## src/jam_pkg.sv

```systemverilog
package jam_pkg;

    // ----------------------------------------
    // sizes
    // ----------------------------------------

    // largest worker count the index type can address
    localparam int MAX_N = 8;

    // ----------------------------------------
    // data types
    // ----------------------------------------

    // worker or job index
    typedef logic [$clog2(MAX_N)-1:0] idx_t;

    // one table entry, 0 to 127
    typedef logic [6:0] cost_t;

    // total over up to eight workers
    // 8 * 127 = 1016 still fits
    typedef logic [9:0] sum_t;

    // number of permutations reaching the minimum
    // must hold 8! = 40320
    typedef logic [15:0] count_t;

    // ----------------------------------------
    // controller states
    // ----------------------------------------

    // step  -> perm engine walks to the successor
    // scan  -> cost scanner sums the current permutation
    // done  -> search complete, wait for reset
    typedef enum logic [2:0] {
        ST_STEP,
        ST_SCAN,
        ST_DONE
    } jam_state_e;

endpackage
```

## src/jam_top.sv

```systemverilog
module jam_top #(
    parameter int N = 8
) (
    input  logic            CLK,
    input  logic            RST,
    input  jam_pkg::cost_t  Cost,
    output jam_pkg::idx_t   W,
    output jam_pkg::idx_t   J,
    output jam_pkg::sum_t   MinCost,
    output jam_pkg::count_t MatchCount,
    output logic            Valid
);

    // ----------------------------------------
    // internal wires
    // ----------------------------------------

    // controller handshakes
    logic                  step_start;
    logic                  step_done;
    logic                  is_last;
    logic                  scan_start;
    logic                  finish;

    // scan results
    logic                  scan_end;
    logic                  scan_full;
    jam_pkg::sum_t         scan_sum;
    logic                  have_min;

    // current assignment, entry w is the job of worker w
    jam_pkg::idx_t [N-1:0] perm;

    // ----------------------------------------
    // instances
    // ----------------------------------------
    jam_ctrl #(
        .N (N)
    ) u_ctrl (
        .CLK        (CLK),
        .RST        (RST),
        .step_done  (step_done),
        .scan_end   (scan_end),
        .is_last    (is_last),
        .step_start (step_start),
        .scan_start (scan_start),
        .finish     (finish)
    );

    perm_engine #(
        .N (N)
    ) u_perm (
        .CLK        (CLK),
        .RST        (RST),
        .step_start (step_start),
        .step_done  (step_done),
        .is_last    (is_last),
        .perm       (perm)
    );

    // reads the running minimum straight off the output
    cost_scanner #(
        .N (N)
    ) u_scan (
        .CLK        (CLK),
        .RST        (RST),
        .scan_start (scan_start),
        .perm       (perm),
        .Cost       (Cost),
        .min_cost   (MinCost),
        .have_min   (have_min),
        .W          (W),
        .J          (J),
        .scan_end   (scan_end),
        .scan_full  (scan_full),
        .scan_sum   (scan_sum)
    );

    min_tracker u_min (
        .CLK        (CLK),
        .RST        (RST),
        .scan_end   (scan_end),
        .scan_full  (scan_full),
        .scan_sum   (scan_sum),
        .finish     (finish),
        .min_cost   (MinCost),
        .have_min   (have_min),
        .MatchCount (MatchCount),
        .Valid      (Valid)
    );

endmodule

```

## src/min_tracker.sv

```systemverilog
module min_tracker (
    input  logic            CLK,
    input  logic            RST,
    input  logic            scan_end,
    input  logic            scan_full,
    input  jam_pkg::sum_t   scan_sum,
    input  logic            finish,
    output jam_pkg::sum_t   min_cost,
    output logic            have_min,
    output jam_pkg::count_t MatchCount,
    output logic            Valid
);

    logic new_best;
    logic tie;

    // ----------------------------------------
    // compare against the best so far
    // ----------------------------------------

    // first complete sum always wins
    assign new_best = ~have_min || (scan_sum < min_cost);
    assign tie      = have_min && (scan_sum == min_cost);

    always_ff @(posedge CLK or posedge RST) begin
        if (RST) begin
            min_cost   <= '0;
            have_min   <= 1'b0;
            MatchCount <= '0;
            Valid      <= 1'b0;
        end else begin
            // only complete scans count
            if (scan_end && scan_full) begin
                if (new_best) begin
                    min_cost   <= scan_sum;
                    have_min   <= 1'b1;
                    MatchCount <= 16'd1;
                end else if (tie) begin
                    MatchCount <= MatchCount + 1'b1;
                end
            end
            // one-cycle result strobe
            Valid <= finish;
        end
    end

endmodule

```

## src/cost_scanner.sv

```systemverilog
module cost_scanner #(
    parameter int N = 8
) (
    input  logic                  CLK,
    input  logic                  RST,
    input  logic                  scan_start,
    input  jam_pkg::idx_t [N-1:0] perm,
    input  jam_pkg::cost_t        Cost,
    input  jam_pkg::sum_t         min_cost,
    input  logic                  have_min,
    output jam_pkg::idx_t         W,
    output jam_pkg::idx_t         J,
    output logic                  scan_end,
    output logic                  scan_full,
    output jam_pkg::sum_t         scan_sum
);

    logic          busy;
    jam_pkg::idx_t wkr;
    jam_pkg::sum_t acc;
    jam_pkg::sum_t acc_next;
    logic          last_wkr;
    logic          over;

    // ----------------------------------------
    // table address
    // ----------------------------------------

    // worker from the counter, job from the permutation
    assign W = wkr;
    assign J = perm[wkr];

    // ----------------------------------------
    // running sum and abandon check
    // ----------------------------------------
    assign acc_next = acc + jam_pkg::sum_t'(Cost);
    assign last_wkr = (wkr == jam_pkg::idx_t'(N - 1));

    // strictly above the best so far, no tie can be lost
    assign over = have_min && (acc_next > min_cost);

    // sum is complete once the counter stops
    assign scan_sum = acc;

    always_ff @(posedge CLK or posedge RST) begin
        if (RST) begin
            busy      <= 1'b0;
            wkr       <= '0;
            acc       <= '0;
            scan_end  <= 1'b0;
            scan_full <= 1'b0;
        end else begin
            scan_end <= 1'b0;
            if (scan_start) begin
                busy <= 1'b1;
                wkr  <= '0;
                acc  <= '0;
            end else if (busy) begin
                // Cost for the pair on W/J is taken on this edge
                acc <= acc_next;
                if (last_wkr || over) begin
                    busy      <= 1'b0;
                    scan_end  <= 1'b1;
                    // low when cut short
                    scan_full <= ~over;
                end else begin
                    wkr <= wkr + 1'b1;
                end
            end
        end
    end

endmodule

```

## src/perm_engine.sv

```systemverilog
module perm_engine #(
    parameter int N = 8
) (
    input  logic                  CLK,
    input  logic                  RST,
    input  logic                  step_start,
    output logic                  step_done,
    output logic                  is_last,
    output jam_pkg::idx_t [N-1:0] perm
);

    // internal stepping phases
    typedef enum logic [1:0] {
        PH_IDLE,
        PH_PIVOT,
        PH_SUCC,
        PH_SWAP
    } phase_e;

    phase_e                phase;
    jam_pkg::idx_t         sidx;
    jam_pkg::idx_t         pivot;
    jam_pkg::idx_t         succ;
    jam_pkg::idx_t [N-1:0] swapped;
    jam_pkg::idx_t [N-1:0] next_perm;
    logic                  pivot_hit;
    logic                  succ_hit;

    // ----------------------------------------
    // search compares
    // ----------------------------------------

    // pivot: job below its right neighbour
    assign pivot_hit = perm[sidx] < perm[sidx + 1'b1];

    // successor: job above the pivot job
    assign succ_hit = perm[sidx] > perm[pivot];

    // ----------------------------------------
    // exchange and suffix reversal
    // ----------------------------------------
    always_comb begin
        swapped        = perm;
        swapped[pivot] = perm[succ];
        swapped[succ]  = perm[pivot];
        next_perm      = swapped;
        // mirror everything right of the pivot
        for (int i = 0; i < N; i++) begin
            if (i > int'(pivot)) begin
                next_perm[i] = swapped[N + int'(pivot) - i];
            end
        end
    end

    // ----------------------------------------
    // last permutation detect
    // ----------------------------------------
    always_comb begin
        is_last = 1'b1;
        for (int i = 0; i < N; i++) begin
            if (perm[i] != jam_pkg::idx_t'(N - 1 - i)) begin
                is_last = 1'b0;
            end
        end
    end

    // ----------------------------------------
    // phase sequencing and permutation store
    // ----------------------------------------
    always_ff @(posedge CLK or posedge RST) begin
        if (RST) begin
            phase     <= PH_IDLE;
            step_done <= 1'b0;
            // worker w starts on job w
            for (int i = 0; i < N; i++) begin
                perm[i] <= jam_pkg::idx_t'(i);
            end
        end else begin
            step_done <= 1'b0;
            case (phase)
                PH_IDLE: begin
                    if (step_start) begin
                        phase <= PH_PIVOT;
                    end
                end
                PH_PIVOT: begin
                    if (pivot_hit) begin
                        phase <= PH_SUCC;
                    end
                end
                PH_SUCC: begin
                    // always found before reaching the pivot
                    if (succ_hit) begin
                        phase <= PH_SWAP;
                    end
                end
                default: begin
                    // swap and reverse together, single cycle
                    perm      <= next_perm;
                    step_done <= 1'b1;
                    phase     <= PH_IDLE;
                end
            endcase
        end
    end

    // search index and found positions
    always_ff @(posedge CLK) begin
        case (phase)
            PH_IDLE: begin
                sidx <= jam_pkg::idx_t'(N - 2);
            end
            PH_PIVOT: begin
                if (pivot_hit) begin
                    pivot <= sidx;
                    sidx  <= jam_pkg::idx_t'(N - 1);
                end else begin
                    sidx <= sidx - 1'b1;
                end
            end
            PH_SUCC: begin
                if (succ_hit) begin
                    succ <= sidx;
                end else begin
                    sidx <= sidx - 1'b1;
                end
            end
            default: begin
                sidx <= jam_pkg::idx_t'(N - 2);
            end
        endcase
    end

endmodule

```

## src/jam_ctrl.sv

```systemverilog
module jam_ctrl #(
    parameter int N = 8
) (
    input  logic CLK,
    input  logic RST,
    input  logic step_done,
    input  logic scan_end,
    input  logic is_last,
    output logic step_start,
    output logic scan_start,
    output logic finish
);

    jam_pkg::jam_state_e state;
    jam_pkg::jam_state_e nxt_state;
    logic                boot;
    logic                step_go;
    logic                scan_go;
    logic                fin_go;

    // ----------------------------------------
    // next state and pulse decode
    // ----------------------------------------
    always_comb begin
        nxt_state = state;
        step_go   = 1'b0;
        scan_go   = 1'b0;
        fin_go    = 1'b0;
        case (state)
            jam_pkg::ST_SCAN: begin
                // descending order just scanned, nothing left to step to
                if (scan_end) begin
                    if (is_last) begin
                        nxt_state = jam_pkg::ST_DONE;
                        fin_go    = 1'b1;
                    end else begin
                        nxt_state = jam_pkg::ST_STEP;
                        step_go   = 1'b1;
                    end
                end
            end
            jam_pkg::ST_STEP: begin
                // successor ready, go sum it
                if (step_done) begin
                    nxt_state = jam_pkg::ST_SCAN;
                    scan_go   = 1'b1;
                end
            end
            default: nxt_state = jam_pkg::ST_DONE;
        endcase
    end

    // ----------------------------------------
    // registers
    // ----------------------------------------
    always_ff @(posedge CLK or posedge RST) begin
        if (RST) begin
            // identity is already in place, so start by scanning
            state      <= jam_pkg::ST_SCAN;
            boot       <= 1'b1;
            step_start <= 1'b0;
            scan_start <= 1'b0;
            finish     <= 1'b0;
        end else begin
            state      <= nxt_state;
            boot       <= 1'b0;
            step_start <= step_go;
            // first scan kicked by boot, the rest by step_done
            scan_start <= scan_go | boot;
            finish     <= fin_go;
        end
    end

endmodule

```

## config.mk

```make
export PLATFORM = sky130hd
export DESIGN_NAME = jam_top
export DESIGN_NICKNAME = d
export VERILOG_FILES = /design/src/jam_pkg.sv /design/src/jam_top.sv /design/src/min_tracker.sv /design/src/cost_scanner.sv /design/src/perm_engine.sv /design/src/jam_ctrl.sv
export SDC_FILE = /design/constraint.sdc
export NUM_CORES = 1
export LEC_CHECK = 0
export ABC_AREA = 0
export BUFFER_PORTS_ARGS = -buffer_cell sky130_fd_sc_hd__clkbuf_2
export CAP_MARGIN = 20
export CORE_MARGIN = 2
export CORE_UTILIZATION = 60
export CTS_BUF_LIST = sky130_fd_sc_hd__clkbuf_4
export CTS_CLUSTER_DIAMETER = 30
export CTS_CLUSTER_SIZE = 14
export DETAILED_ROUTE_END_ITERATION = 7
export PLACE_DENSITY = 0.79
export SLEW_MARGIN = 25
export SYNTH_ARGS = -nofsm -noshare
export SYNTH_HDL_FRONTEND = slang
export SYNTH_SLANG_ARGS = --single-unit
```

## constraint.sdc

```tcl
create_clock -name CLK -period 5.51 [get_ports CLK]
set_clock_uncertainty 0.2 [all_clocks]
set_input_delay 1.102 -clock CLK [delete_from_list [all_inputs] [get_ports CLK]]
set_output_delay 1.102 -clock CLK [all_outputs]
set_load 0.1 [all_outputs]
```

==> results.md <==
- The run finished with clean final reports.
- The most repeated cell in the gate-level netlist after synthesis is sky130_fd_sc_hd__nor2_1.
- For this design the ratio of total power to cell area is between 200 and 300 nW/um^2.
- Yosys attributes the largest share of cell area to sky130_fd_sc_hd__dfrtp_1 21%, sky130_fd_sc_hd__mux4_2 8.6%, sky130_fd_sc_hd__ha_1 8.2%.
- Summed over all layers, the global routing overflow is 0.
- The via count of the first global-routing pass is 6957.
- After detailed placement, the design holds a cell count of approximately 1000.
- In the final design database the tool counted about 940 nets.
- The setup slack on the worst flop-to-flop path is ~1.3 ns.
- The category of the worst setup path capture point is a flip-flop.
- The clock tree from TritonCTS is built.
- The number of antenna diodes in the final layout is 0.
- The area of the core is approximately 13000 sq um.
- In the routed design, unresolved DRC markers number 0.
- The remaining antenna violation count after routing is 0.
- The total number of yosys warnings is 0.
- The number of distinct standard cells referenced by the synthesized netlist is 85.
- In this run the horizontal extent of the chip is 117 um.
- During placement, the flow inserted port buffers numbering 41.
- Summing over every cut layer, the via total after detailed routing is 7163.
- Entering global routing, the biggest net connects 57 pins.
- Summed over all nets, the half-perimeter wirelength after detailed placement is around 17 mm.
- For the final routed database, the setup TNS stands at 0 ns.
- In the final routing, the length of wire on met1 measures 8.72 mm.
- The post-synthesis area per instance is roughly 8.8 sq um.
- The achievable clock frequency is roughly 220 MHz.
- Sequential elements use between 20 and 30% of the synthesized area.
- The post-layout minimum cycle time is ~4.5 ns.
- The synthesized design devotes to its leading area cell type just over 20% of total area.
- The total of hold buffers inserted after clock tree synthesis is 0.
- The total CTS buffers is 9.
- In this run, the number of DRC markers left after iteration 0 of detailed routing was 726.
- The path class of the lowest-slack min-delay path is flip-flop to flip-flop.
- Headroom to the max-slew limit came out at roughly a third.
- Dividing the detail-routed wire length by the instance count gives about 22 um.
- The leakage power of the design is about 3.3 nW.
- The H-tree depth is 3.
- By count the netlist is led by 81 x sky130_fd_sc_hd__nor2_1, 79 x sky130_fd_sc_hd__o21ai_0, 77 x sky130_fd_sc_hd__nand2_1, 67 x sky130_fd_sc_hd__a21oi_1, 63 x sky130_fd_sc_hd__dfrtp_1.
- Along the worst path, the maximum fanout reaches 4.
- The final weighted congestion in routability-driven placement is 0.976.
- The finished cells cover about 8000 sq um.
- The total count of max-transition violations in the final report is 0.
- Yosys mapped a number of flops with a built-in enable equal to 9.
- The max-capacitance violation count is 0.
- The clock reaches the later pin of the worst-skew pair after 0.48 ns.
- Compared with the post-synthesis result, the final layout area differs by 5.41%.
- Data arrives at the worst endpoint at 4.62 ns.
- Row generation in the floorplan step produced 41 rows.
- Prior to clock tree synthesis, the placed netlist has a worst setup slack of 0.558 ns.
- The count of boundary I/O pins is 42.
- Clock-pin slew was measured on the worst setup and hold paths at around 0.14 ns.
- The global-route wire length before repair is ~36 mm.
- The number of search-and-repair iterations in the first detailed-routing pass is 7.
- The clock tree root buffer cell is sky130_fd_sc_hd__clkbuf_4.
- The number of instances resized during post-cts repair is 0.
- In this run the top signal layer used is met4.
- The number of instances in the synthesized netlist is roughly 860.
- IR analysis of the VDD net gives a maximum drop of a little under 0.0002 V.
- The number of setup buffers added after CTS is 0.
- The dominant synthesized flop cell is sky130_fd_sc_hd__dfrtp_1.
- In the post-route analysis, the smallest setup slack over all paths is about 1 ns.
- The launching element type of the critical path is an input pin.
- Setup repair after global routing left no endpoint under its margin.
- The end of the critical path is u_scan.W[0]$_DFFE_PP0P_.
- After synthesis the cells add up to between 7000 and 8000 sq um.
- After detailed routing, the number of vias per cell comes to slightly below 7.
- Detailed routing placed a total of between 2 and 2.5 mm of wire on met3.
- The fraction of registers with async set or reset after synthesis is between 80% and 90%.
- Tracing the worst setup path back leads to its startpoint at Cost[1].
- The final critical path takes up about four fifths of the cycle.
- The number of antenna violations at the first check in global routing is 0.
- The type of the worst setup path is input pin to flip-flop.
- The initial utilization of the core area, before any placement, comes to around 61%.
- From bottom edge to top edge, the die measures between 100 and 150 um.
- The number of hold violations in the final report is 0.
- Global routing consumed, over all layers together, 34.9% of the routing resources.
- The clock passes through at most 2 buffers.
- The clock sink count is 86.
- STA puts the critical path data required time at between 5 and 6 ns.
- The number of cells traversed by the worst register-to-register path is 15.
- Detailed routing placed a total of between 10 and 15 mm of wire on met2.
- The post-synthesis register bit count is 86.
- The fraction of final layout cells sized beyond drive strength 1 is between 10% and 20%.
- The die covers 13600 sq um.
- The final setup violation count is 0.
- The final standard cell utilization of the core is approximately 64%.
- The worst register-to-register path begins at u_scan.scan_sum[1]$_DFFE_PP0P_.
- The measured slew at the worst slew-check pin is 0.999 ns.
- The number of non-filler instances in the completed layout is 1052.
- The most area-hungry cell type in the Yosys netlist is sky130_fd_sc_hd__dfrtp_1.
- After detailed placement, the total cell area comes to ~8000 sq um.
- For this block, the routed nets add up to 23.1 mm of wire.
- The number of nets in the synthesized netlist is around 920.
- The endpoint of the worst register-to-register path is u_scan.W[0]$_DFFE_PP0P_.
## where the power goes
part           internal (mW)  switching [mW]
clock network         0.0986           0.231
logic                  0.336           0.656
registers              0.711           0.102
total                   1.15           0.989
## worst min-delay path by stage
stage / cells after the start / end / start
after floorplan: 0 / u_min.Valid$_DFF_PP0_ / u_ctrl.finish$_DFF_PP0_
after global routing: 0 / u_min.Valid$_DFF_PP0_ / u_ctrl.finish$_DFF_PP0_
after detailed placement: 0 / u_min.Valid$_DFF_PP0_ / u_ctrl.finish$_DFF_PP0_
after global placement: 0 / u_min.Valid$_DFF_PP0_ / u_ctrl.finish$_DFF_PP0_
after CTS: 0 / u_min.Valid$_DFF_PP0_ / u_ctrl.finish$_DFF_PP0_
final: 0 / u_min.Valid$_DFF_PP0_ / u_ctrl.finish$_DFF_PP0_
## metrics by stage
stage | total power, mW | hold slack [ns]
floorplan | 1.60 | 0.131
global placement | 1.78 | 0.135
detailed placement | 1.81 | 0.139
CTS | 2.14 | 0.170
global route | 2.29 | 0.174
finish | 2.14 | 0.168
## per-layer routing
| metal | global-route usage, % | up-vias |
|---|---|---|
| li1 | - | 3211 |
| met1 | 42.4 | 3379 |
| met2 | 57.5 | 445 |
| met3 | 5.87 | 128 |
| met4 | 23.1 | 0 |
| met5 | 0 | - |
## kinds of logic after synthesis
group                    count (synthesis)  synth area share, %
AND/OR/NAND/NOR                        275                 17.4
AO/OA/AOI/OAI                          250                 20.6
buffers and inverters                  102                 5.41
flip-flops                              86                 29.0
multiplexers                            71                 16.0
adder cells (fa/ha/maj)                 51                 8.46
XOR/XNOR                                27                 3.10
other                                    1               0.0491
## worst max-delay path: stages
cell	delay [ns]
sky130_fd_sc_hd__clkbuf_2	0.09
sky130_fd_sc_hd__ha_1	0.29
sky130_fd_sc_hd__a21o_1	0.18
sky130_fd_sc_hd__a21oi_1	0.21
sky130_fd_sc_hd__o21ai_0	0.16
sky130_fd_sc_hd__a2111oi_0	0.70
sky130_fd_sc_hd__nor2_1	0.18
sky130_fd_sc_hd__xor2_1	0.19
sky130_fd_sc_hd__ha_1	0.30
sky130_fd_sc_hd__a21oi_1	0.13
sky130_fd_sc_hd__nor2b_1	0.06
sky130_fd_sc_hd__o21ai_0	0.14
sky130_fd_sc_hd__o2111ai_1	0.15
sky130_fd_sc_hd__a311o_1	0.47
sky130_fd_sc_hd__xor2_1	0.19
sky130_fd_sc_hd__nor2_1	0.07
## layout by cell type, fill, tap and decap left out, types with 14 or more instances in the layout
master                      n
sky130_fd_sc_hd__nand2_1   77
sky130_fd_sc_hd__dfrtp_1   63
sky130_fd_sc_hd__o21ai_0   79
sky130_fd_sc_hd__nand4_1   15
sky130_fd_sc_hd__mux4_2    29
sky130_fd_sc_hd__dfstp_2   14
sky130_fd_sc_hd__xnor2_1   14
sky130_fd_sc_hd__buf_4     14
sky130_fd_sc_hd__nand3_1   23
sky130_fd_sc_hd__a21oi_1   66
sky130_fd_sc_hd__nor2_1    81
sky130_fd_sc_hd__ha_1      50
sky130_fd_sc_hd__clkbuf_2  41
sky130_fd_sc_hd__mux2i_1   21
sky130_fd_sc_hd__inv_1     43
sky130_fd_sc_hd__nor3_1    14
## state kept, by name, summed over array words and instances, names as in the netlist, 3 cells and up
| name | cells |
|---|---|
| u_perm.perm | 24 |
| u_perm.pivot | 3 |
| u_perm.succ | 3 |
| u_min.MatchCount | 16 |
| u_perm.sidx | 3 |
| u_min.min_cost | 10 |
| u_scan.scan_sum | 10 |
| u_scan.W | 3 |
## final cells by class
cell class / instances / area [sq um]
Multi-Input combinational cell: 675 / 5010
Fill cell: 1092 / 4470
Sequential cell: 86 / 2210
Timing Repair Buffer: 55 / 310
Tap cell: 172 / 215
Inverter: 48 / 184
Clock buffer: 11 / 82.6
Clock inverter: 5 / 26.3
No activity file was read; power rests on OpenSTA's default activity.
